**config.mk**
```make
export PLATFORM = sky130hd
export DESIGN_NAME = idStage
export DESIGN_NICKNAME = d
export VERILOG_FILES = /design/src/hdl/decodePkg.sv /design/src/hdl/controlDecoder.sv /design/src/hdl/hazardDetector.sv /design/src/hdl/idStage.sv /design/src/hdl/operandSelect.sv /design/src/hdl/registerFile.sv
export VERILOG_INCLUDE_DIRS = /design/src /design/src/hdl
export SDC_FILE = /design/constraint.sdc
export NUM_CORES = 2
export LEC_CHECK = 0
export BUFFER_PORTS_ARGS = -buffer_cell sky130_fd_sc_hd__buf_4
export CORE_MARGIN = 5
export CORE_UTILIZATION = 63
export DETAILED_ROUTE_END_ITERATION = 6
export GPL_TIMING_DRIVEN = 0
export HOLD_SLACK_MARGIN = 0.05
export PLACE_DENSITY = 0.88
export SYNTH_ARGS = -nofsm -noshare
export SYNTH_HDL_FRONTEND = slang
export SYNTH_HIERARCHICAL = 1
export SYNTH_SLANG_ARGS = --single-unit
```
**constraint.sdc**
```tcl
create_clock -name Clock -period 4.9 [get_ports Clock]
set_clock_uncertainty 0.2 [all_clocks]
set_input_delay 0.735 -clock Clock [delete_from_list [all_inputs] [get_ports Clock]]
set_output_delay 0.735 -clock Clock [all_outputs]
set_load 0.05 [all_outputs]
```
**src/hdl/decode_consts.svh**
```systemverilog
`ifndef DECODE_CONSTS_SVH
`define DECODE_CONSTS_SVH

// ------------------------------------------------------------------------
// Widths
// ------------------------------------------------------------------------
`define DATA_WIDTH      32
`define REG_ADDR_WIDTH  5
`define OPCODE_WIDTH    6
`define IMM_WIDTH       16
`define REG_LINK        5'd31       // jal destination

// ------------------------------------------------------------------------
// Opcodes, MIPS numbering
// ------------------------------------------------------------------------
`define OP_RTYPE    6'h00
`define OP_JAL      6'h03
`define OP_BEQ      6'h04
`define OP_BNE      6'h05
`define OP_ADDI     6'h08
`define OP_ANDI     6'h0C
`define OP_ORI      6'h0D
`define OP_XORI     6'h0E
`define OP_LB       6'h20
`define OP_LH       6'h21
`define OP_LW       6'h23
`define OP_SB       6'h28
`define OP_SH       6'h29
`define OP_SW       6'h2B

// ------------------------------------------------------------------------
// Control word fields, bits above 17 stay zero
// ------------------------------------------------------------------------
`define CW_ALUOP    17:12
`define CW_ALUSRCB  11
`define CW_REGDST   10:9
`define CW_BYTESIZE 8:7
`define CW_MEMWRITE 6
`define CW_MEMREAD  5
`define CW_REGWRITE 2
`define CW_MEMTOREG 1:0

// Field encodings
`define REGDST_RT       2'd0
`define REGDST_RD       2'd1
`define REGDST_R31      2'd2
`define SIZE_WORD       2'd0
`define SIZE_HALF       2'd1
`define SIZE_BYTE       2'd2
`define MEMTOREG_ALU    2'd0
`define MEMTOREG_MEM    2'd1
`define MEMTOREG_LINK   2'd2

`endif

```
**src/hdl/decodePkg.sv**
```systemverilog
`default_nettype none

`include "decode_consts.svh"

package decodePkg;

    // R-type view, register to register
    typedef struct packed {
        logic [`OPCODE_WIDTH-1:0]   opcode;
        logic [`REG_ADDR_WIDTH-1:0] rs;
        logic [`REG_ADDR_WIDTH-1:0] rt;
        logic [`REG_ADDR_WIDTH-1:0] rd;
        logic [`REG_ADDR_WIDTH-1:0] shamt;
        logic [5:0]                 funct;     // ALU function code
    } rTypeFields;

    // I-type view, immediates, loads, stores, branches
    typedef struct packed {
        logic [`OPCODE_WIDTH-1:0]   opcode;
        logic [`REG_ADDR_WIDTH-1:0] rs;
        logic [`REG_ADDR_WIDTH-1:0] rt;
        logic [`IMM_WIDTH-1:0]      imm;
    } iTypeFields;

    // Same 32-bit word, two readings
    typedef union packed {
        rTypeFields rType;
        iTypeFields iType;
    } instrWord;

endpackage

`default_nettype wire

```
**src/hdl/controlDecoder.sv**
```systemverilog
`timescale 1ns/100ps
`default_nettype none

`include "decode_consts.svh"

module controlDecoder (
    input  decodePkg::instrWord    instr,
    input  logic                   controlStall,   // From hazard detector
    output logic [`DATA_WIDTH-1:0] controlWord,
    output logic                   isBranch,
    output logic                   immZero         // Zero-extend the immediate
);

    logic       known;      // Opcode is in the table
    logic       aluSrcB;
    logic [1:0] regDst;
    logic [1:0] byteSize;
    logic       memWrite;
    logic       memRead;
    logic       regWrite;
    logic [1:0] memToReg;

    // ------------------------------------------------------------------------
    // Opcode decode
    // ------------------------------------------------------------------------
    always_comb begin
        known    = 1'b1;
        aluSrcB  = 1'b0;
        regDst   = `REGDST_RT;
        byteSize = `SIZE_WORD;
        memWrite = 1'b0;
        memRead  = 1'b0;
        regWrite = 1'b0;
        memToReg = `MEMTOREG_ALU;
        case (instr.rType.opcode)
            `OP_RTYPE: begin
                regDst   = `REGDST_RD;
                regWrite = 1'b1;
            end
            `OP_ADDI, `OP_ANDI, `OP_ORI, `OP_XORI: begin
                aluSrcB  = 1'b1;
                regWrite = 1'b1;
            end
            `OP_LW, `OP_LH, `OP_LB: begin
                aluSrcB  = 1'b1;
                memRead  = 1'b1;
                regWrite = 1'b1;
                memToReg = `MEMTOREG_MEM;
                if (instr.rType.opcode == `OP_LH)
                    byteSize = `SIZE_HALF;
                else if (instr.rType.opcode == `OP_LB)
                    byteSize = `SIZE_BYTE;
            end
            `OP_SW, `OP_SH, `OP_SB: begin
                aluSrcB  = 1'b1;
                memWrite = 1'b1;
                if (instr.rType.opcode == `OP_SH)
                    byteSize = `SIZE_HALF;
                else if (instr.rType.opcode == `OP_SB)
                    byteSize = `SIZE_BYTE;
            end
            `OP_BEQ, `OP_BNE: ;                 // aluOp only
            `OP_JAL: begin
                regDst   = `REGDST_R31;
                regWrite = 1'b1;
                memToReg = `MEMTOREG_LINK;
            end
            default: known = 1'b0;              // Unknown, all zero
        endcase
    end

    // Pack fields, a stall squashes the whole word
    always_comb begin
        controlWord = '0;
        if (known && !controlStall) begin
            controlWord[`CW_ALUOP]    = instr.rType.opcode;
            controlWord[`CW_ALUSRCB]  = aluSrcB;
            controlWord[`CW_REGDST]   = regDst;
            controlWord[`CW_BYTESIZE] = byteSize;
            controlWord[`CW_MEMWRITE] = memWrite;
            controlWord[`CW_MEMREAD]  = memRead;
            controlWord[`CW_REGWRITE] = regWrite;
            controlWord[`CW_MEMTOREG] = memToReg;
        end
    end

    assign isBranch = (instr.rType.opcode == `OP_BEQ) || (instr.rType.opcode == `OP_BNE);
    assign immZero  = (instr.rType.opcode == `OP_ANDI) || (instr.rType.opcode == `OP_ORI)
                   || (instr.rType.opcode == `OP_XORI);   // Logical ops

endmodule

`default_nettype wire

```
**src/hdl/hazardDetector.sv**
```systemverilog
`timescale 1ns/100ps
`default_nettype none

`include "decode_consts.svh"

module hazardDetector (
    input  decodePkg::instrWord        instr,
    input  logic                       isBranch,
    input  logic                       memReadIdEx,       // Load in EX
    input  logic                       regWriteIdEx,
    input  logic [1:0]                 regDstIdEx,
    input  logic [`REG_ADDR_WIDTH-1:0] regRtIdEx,
    input  logic [`REG_ADDR_WIDTH-1:0] regRdIdEx,
    input  logic                       regWriteExMem,
    input  logic                       memReadExMem,      // Load in MEM
    input  logic [`REG_ADDR_WIDTH-1:0] registerDstExMem,
    output logic                       controlStall,
    output logic                       pcWrite,
    output logic                       ifIdWrite
);

    logic [`REG_ADDR_WIDTH-1:0] dstIdEx;     // Destination of the instruction in EX
    logic                       loadUse;
    logic                       branchIdEx;  // Branch source still in EX
    logic                       branchExMem; // Branch source loading in MEM
    logic                       loadExMem;

    always_comb begin
        case (regDstIdEx)
            `REGDST_RD:  dstIdEx = regRdIdEx;
            `REGDST_R31: dstIdEx = `REG_LINK;
            default:     dstIdEx = regRtIdEx;
        endcase
    end

    // Loaded value not ready until after MEM
    assign loadUse = memReadIdEx && (regRtIdEx != '0)
                  && ((regRtIdEx == instr.iType.rs) || (regRtIdEx == instr.iType.rt));

    // Branch compares in ID, so any pending write to a source stalls
    assign branchIdEx  = regWriteIdEx
                      && (((instr.iType.rs != '0) && (instr.iType.rs == dstIdEx))
                       || ((instr.iType.rt != '0) && (instr.iType.rt == dstIdEx)));
    assign loadExMem   = regWriteExMem && memReadExMem;
    assign branchExMem = loadExMem
                      && (((instr.iType.rs != '0) && (instr.iType.rs == registerDstExMem))
                       || ((instr.iType.rt != '0) && (instr.iType.rt == registerDstExMem)));

    assign controlStall = loadUse || (isBranch && (branchIdEx || branchExMem));
    assign pcWrite      = !controlStall;     // Hold PC
    assign ifIdWrite    = !controlStall;     // Hold IF/ID

endmodule

`default_nettype wire

```
**src/hdl/idStage.sv**
```systemverilog
`timescale 1ns/100ps
`default_nettype none

`include "decode_consts.svh"

module idStage (
    input  logic                       Clock,
    input  logic                       reset,
    input  decodePkg::instrWord        instr,             // From IF/ID
    // Writeback port
    input  logic                       regWrite,
    input  logic [`REG_ADDR_WIDTH-1:0] writeRegister,
    input  logic [`DATA_WIDTH-1:0]     writeData,
    // Forwarding unit
    input  logic [`DATA_WIDTH-1:0]     forwardDataExMem,
    input  logic                       forwardMuxASel,
    input  logic                       forwardMuxBSel,
    // ID/EX state
    input  logic                       memReadIdEx,
    input  logic                       regWriteIdEx,
    input  logic [1:0]                 regDstIdEx,
    input  logic [`REG_ADDR_WIDTH-1:0] regRtIdEx,
    input  logic [`REG_ADDR_WIDTH-1:0] regRdIdEx,
    // EX/MEM state
    input  logic                       regWriteExMem,
    input  logic                       memReadExMem,
    input  logic [`REG_ADDR_WIDTH-1:0] registerDstExMem,
    // Outputs
    output logic [`DATA_WIDTH-1:0]     controlWord,
    output logic [`DATA_WIDTH-1:0]     readData1Out,
    output logic [`DATA_WIDTH-1:0]     readData2Out,
    output logic [`DATA_WIDTH-1:0]     immediate,
    output logic                       pcWrite,
    output logic                       ifIdWrite
);

    logic                   isBranch;
    logic                   immZero;
    logic                   controlStall;   // Squashes the control word
    logic [`DATA_WIDTH-1:0] readData1;
    logic [`DATA_WIDTH-1:0] readData2;

    controlDecoder decoder (
        .instr        (instr),
        .controlStall (controlStall),
        .controlWord  (controlWord),
        .isBranch     (isBranch),
        .immZero      (immZero)
    );

    registerFile regFile (
        .Clock         (Clock),
        .reset         (reset),
        .readRegister1 (instr.rType.rs),
        .readRegister2 (instr.rType.rt),
        .writeRegister (writeRegister),
        .writeData     (writeData),
        .regWrite      (regWrite),
        .readData1     (readData1),
        .readData2     (readData2)
    );

    hazardDetector hazards (
        .instr            (instr),
        .isBranch         (isBranch),         // Opcode only, no loop
        .memReadIdEx      (memReadIdEx),
        .regWriteIdEx     (regWriteIdEx),
        .regDstIdEx       (regDstIdEx),
        .regRtIdEx        (regRtIdEx),
        .regRdIdEx        (regRdIdEx),
        .regWriteExMem    (regWriteExMem),
        .memReadExMem     (memReadExMem),
        .registerDstExMem (registerDstExMem),
        .controlStall     (controlStall),
        .pcWrite          (pcWrite),
        .ifIdWrite        (ifIdWrite)
    );

    operandSelect operands (
        .instr            (instr),
        .readData1        (readData1),
        .readData2        (readData2),
        .forwardDataExMem (forwardDataExMem),
        .forwardMuxASel   (forwardMuxASel),
        .forwardMuxBSel   (forwardMuxBSel),
        .immZero          (immZero),
        .readData1Out     (readData1Out),
        .readData2Out     (readData2Out),
        .immediate        (immediate)
    );

endmodule

`default_nettype wire

```
**src/hdl/operandSelect.sv**
```systemverilog
`timescale 1ns/100ps
`default_nettype none

`include "decode_consts.svh"

module operandSelect (
    input  decodePkg::instrWord    instr,
    input  logic [`DATA_WIDTH-1:0] readData1,
    input  logic [`DATA_WIDTH-1:0] readData2,
    input  logic [`DATA_WIDTH-1:0] forwardDataExMem,  // Result from EX/MEM
    input  logic                   forwardMuxASel,
    input  logic                   forwardMuxBSel,
    input  logic                   immZero,
    output logic [`DATA_WIDTH-1:0] readData1Out,
    output logic [`DATA_WIDTH-1:0] readData2Out,
    output logic [`DATA_WIDTH-1:0] immediate
);

    logic [`DATA_WIDTH-1:0] immSigned;
    logic [`DATA_WIDTH-1:0] immUnsigned;

    // ------------------------------------------------------------------------
    // Forwarding muxes
    // ------------------------------------------------------------------------
    assign readData1Out = forwardMuxASel ? forwardDataExMem : readData1;   // rs
    assign readData2Out = forwardMuxBSel ? forwardDataExMem : readData2;   // rt

    // ------------------------------------------------------------------------
    // Immediate extension
    // ------------------------------------------------------------------------
    assign immSigned   = {{(`DATA_WIDTH-`IMM_WIDTH){instr.iType.imm[`IMM_WIDTH-1]}},
                          instr.iType.imm};
    assign immUnsigned = {{(`DATA_WIDTH-`IMM_WIDTH){1'b0}}, instr.iType.imm};

    // Logical ops take zero extension
    assign immediate = immZero ? immUnsigned : immSigned;

endmodule

`default_nettype wire

```
**src/hdl/registerFile.sv**
```systemverilog
`timescale 1ns/100ps
`default_nettype none

`include "decode_consts.svh"

module registerFile (
    input  logic                       Clock,
    input  logic                       reset,
    input  logic [`REG_ADDR_WIDTH-1:0] readRegister1,   // rs
    input  logic [`REG_ADDR_WIDTH-1:0] readRegister2,   // rt
    input  logic [`REG_ADDR_WIDTH-1:0] writeRegister,
    input  logic [`DATA_WIDTH-1:0]     writeData,
    input  logic                       regWrite,
    output logic [`DATA_WIDTH-1:0]     readData1,
    output logic [`DATA_WIDTH-1:0]     readData2
);

    logic [`DATA_WIDTH-1:0] regs [0:(1 << `REG_ADDR_WIDTH)-1];
    logic                   writing;     // Real write this cycle

    assign writing = regWrite && (writeRegister != '0);   // r0 never written

    // Write port
    always_ff @(posedge Clock) begin
        if (reset) begin
            for (int i = 0; i < (1 << `REG_ADDR_WIDTH); i++)
                regs[i] <= '0;
        end else if (writing) begin
            regs[writeRegister] <= writeData;
        end
    end

    // Reads, r0 first, then write-through bypass
    assign readData1 = (readRegister1 == '0)                        ? '0        :
                       (writing && (writeRegister == readRegister1)) ? writeData :
                                                                       regs[readRegister1];
    assign readData2 = (readRegister2 == '0)                        ? '0        :
                       (writing && (writeRegister == readRegister2)) ? writeData :
                                                                       regs[readRegister2];

endmodule

`default_nettype wire

```
==> metrics.csv <==
metric,value,unit
dr.first_iter.drc_count,9228,
grt_pass1_vias,42083,
path_class,in2out,
netSwitchingPower,6.40,mW
place_congestion,1.09,
final_common_cell,edfxtp_1,
fillCellCount,6047,
cts.clk_slew.worst_paths,0.06,ns
slowest_delay,0.77,ns
grt_max_degree,33,
synthCells,4174,
grt.overflow.total,0,
vdd_drop_max,0.313,mV
comb_power_share,17.7,%
holdWs,0.184,ns
cts_tree,built,
ioPinCount,257,
syn2layout_area_growth,12.2,%
max_clock_freq,194,MHz
synth_area_leaders,"edfxtp_1 (53%), mux4_2 (14%), and2_1 (10%)",
die_area,98500,µm²
syn_area,58200,µm²
yosysTopAreaCell,edfxtp_1,
cts_buffer_depth,3,
violations,"DRC, setup timing",
cts_root_buf,clkbuf_16,
worstPathCellList,buf_4 > buf_6 > inv_1 > clkbuf_2 > clkbuf_1 > nand4_1 > a21oi_1 > mux2_2 > buf_4,
drive_gt1_share,24.5,%
worstSetupStartpointType,input pin,
htree_levels,3,
rsz0062_at_grt,yes,
worstHoldStart,writeData[26],
status,"finished, violations left",
setup_viol,37,
ys_ff_latch,1024,
grt_use_total,46.9,%
core_region_area,91700,µm²
fp.dieH,314,µm
worstPathRequired,3.96,ns
synth_top_area_share,52.9,%
max-slew-margin-rel,12.7,%
power,22.3,mW
reg_top3,regFile/regs: 1024 flops,
p_leak,23.7,nW
avgSynthCellArea,13.9,µm²
ys.flop_type,edfxtp_1,
antenna_found_initial,22,
hold_depth,2,
largest_reg_flops,1024,
top_register,regFile/regs,
grt_pass1_wl,320,mm
switching_share,28.7,%
numClockSinks,1024,
holdPathEnd,regFile/regs[6][26]$_SDFFCE_PN0P_,
min_period_over_period,105,%
min_path_type,in2reg,
ys_types,86,
setup_ws,-0.251,ns
finalHoldViolCount,0,
postLayoutCellArea,65200,µm²
yosys_warnings,6,
drt_pass1_iterations,7,
port_buffers,216,
powerDensity,341,nW/µm²
async_reset_ff_share,0,%
drc_errors,10,
cts_buffers,105,
cts.hold.buffers_added,0,
internal_power,15.9,mW
drv_cap,0,
drv_slew,0,
cp_common_cell,buf_4,
post-route-util,71.2,%
final_cell_mix,"edfxtp_1 (1024), and2_1 (962), mux4_2 (356), mux2i_1 (317), buf_4 (292)",
worstPathArrival,4.22,ns
ant_nets,0,
chipWidth,314,µm
fin_nets,4668,
synth_edf_count,1024,
cp-end-kind,primary output,
vias,44538,
tightest_slew,1.31,ns
fin_setup_tns,-3.63,ns
clkPwrFrac,35.5,%
start_util,63.4,%
hpwlAfterDp,169,mm
wl_per_cell,40.7,µm
seqPwrFrac,46.8,%
crit_fanout,10,
seq_area_frac_synth,52.9,%
rows,111,
fin_crit,5.15,ns
wirelength,237,mm
crit_slowest_cell,clkbuf_1,
detail_route.vias_per_cell,7.64,
place_area,61500,µm²
logic make-up after synthesis:
kind of cell               share of synthesized area, %
DFF                                                52.9
muxes                                              22.3
buffers and inverters                              4.43
other                                            0.0129
xor gates and xnor gates                          0.482
and+or+nand+nor                                    13.9
adders and majority gates                        0.0430
AOI/OAI and AO/OA                                  5.96
per-layer routing:
layer	wire length, µm	part of all wire [%]	vias to the layer above	track usage [%]
met1	71500	30	21530	56.3
met4	20500	8.6	18	31.0
li1	-	-	16625	-
met2	96600	41	5160	64.1
met5	409	0.17	-	1.68
met3	48300	20	1205	27.0
worst max-delay path, delay by kind of cell:
kind	cells	cell delay, ns
buf+inv	6	2.49
simple gates	1	0.17
mux	1	0.27
compound gates	1	0.53
Yosys cell counts, types with 18 or more instances:
cell type	count
a22oi_1	66
a221oi_1	35
xnor2_1	18
o21ai_0	36
nor2_1	65
o22ai_1	38
edfxtp_1	1024
mux2_4	60
buf_6	36
buf_4	70
a21oi_1	84
mux2_2	39
clkbuf_1	295
a211oi_1	48
nor3_1	50
and2_1	962
nand2_1	139
a32o_1	32
mux4_2	356
o221ai_1	34
buf_2	64
or2_2	34
mux2i_1	335
what timing repair did:
action / 4_1_cts / 5_1_grt
setup endpoints to repair: 60 / 51
buffers inserted: 0 / 0
pin swaps: 0 / 0
resized for setup: 77 / 89
final cells by class:
cell class / count / area (µm²) / area share (%)
clock inverters: 71 / 617 / 0.946
clock buffers: 126 / 2710 / 4.15
inverters: 9 / 36.3 / 0.0556
well taps: 1186 / 1480 / 2.27
repair buffers: 217 / 1640 / 2.52
multi-input cells: 2705 / 25200 / 38.6
diodes: 16 / 40.0 / 0.0614
flip-flops and latches: 1024 / 30700 / 47.1
plain buffers: 477 / 2750 / 4.21
worst max path at each step:
stage                                  end           from  cells past startpoint  slack, ns
after floorplan            controlWord[10]  regDstIdEx[0]                     13       0.12
after global placement    readData2Out[28]      instr[17]                      9      -0.63
after detailed placement  readData2Out[10]      instr[17]                     11      -0.69
after CTS                 readData1Out[27]      instr[23]                     10      -0.13
after global routing      readData1Out[24]      instr[21]                     10      -0.04
final                     readData1Out[31]      instr[24]                      9      -0.25
stage by stage:
step                worst slack [ns]  instances
finish                        -0.251       5831
global route                 -0.0375       5817
detailed placement            -0.689       5624
global placement              -0.626       5623
floorplan                      0.118       4221
CTS                           -0.134       5818
power by group through the flow:
stage | clock network, mW | logic, mW | registers, mW
4_1_cts | 7.87 | 3.65 | 10.4
3_3_place_gp | 0 | 3.56 | 10.5
6_report | 7.91 | 3.94 | 10.4
3_5_place_dp | 0 | 3.61 | 10.6
2_1_floorplan | 0 | 2.23 | 10.4
5_1_grt | 8.24 | 3.88 | 10.4
No activity file was read; power rests on OpenSTA's default activity.
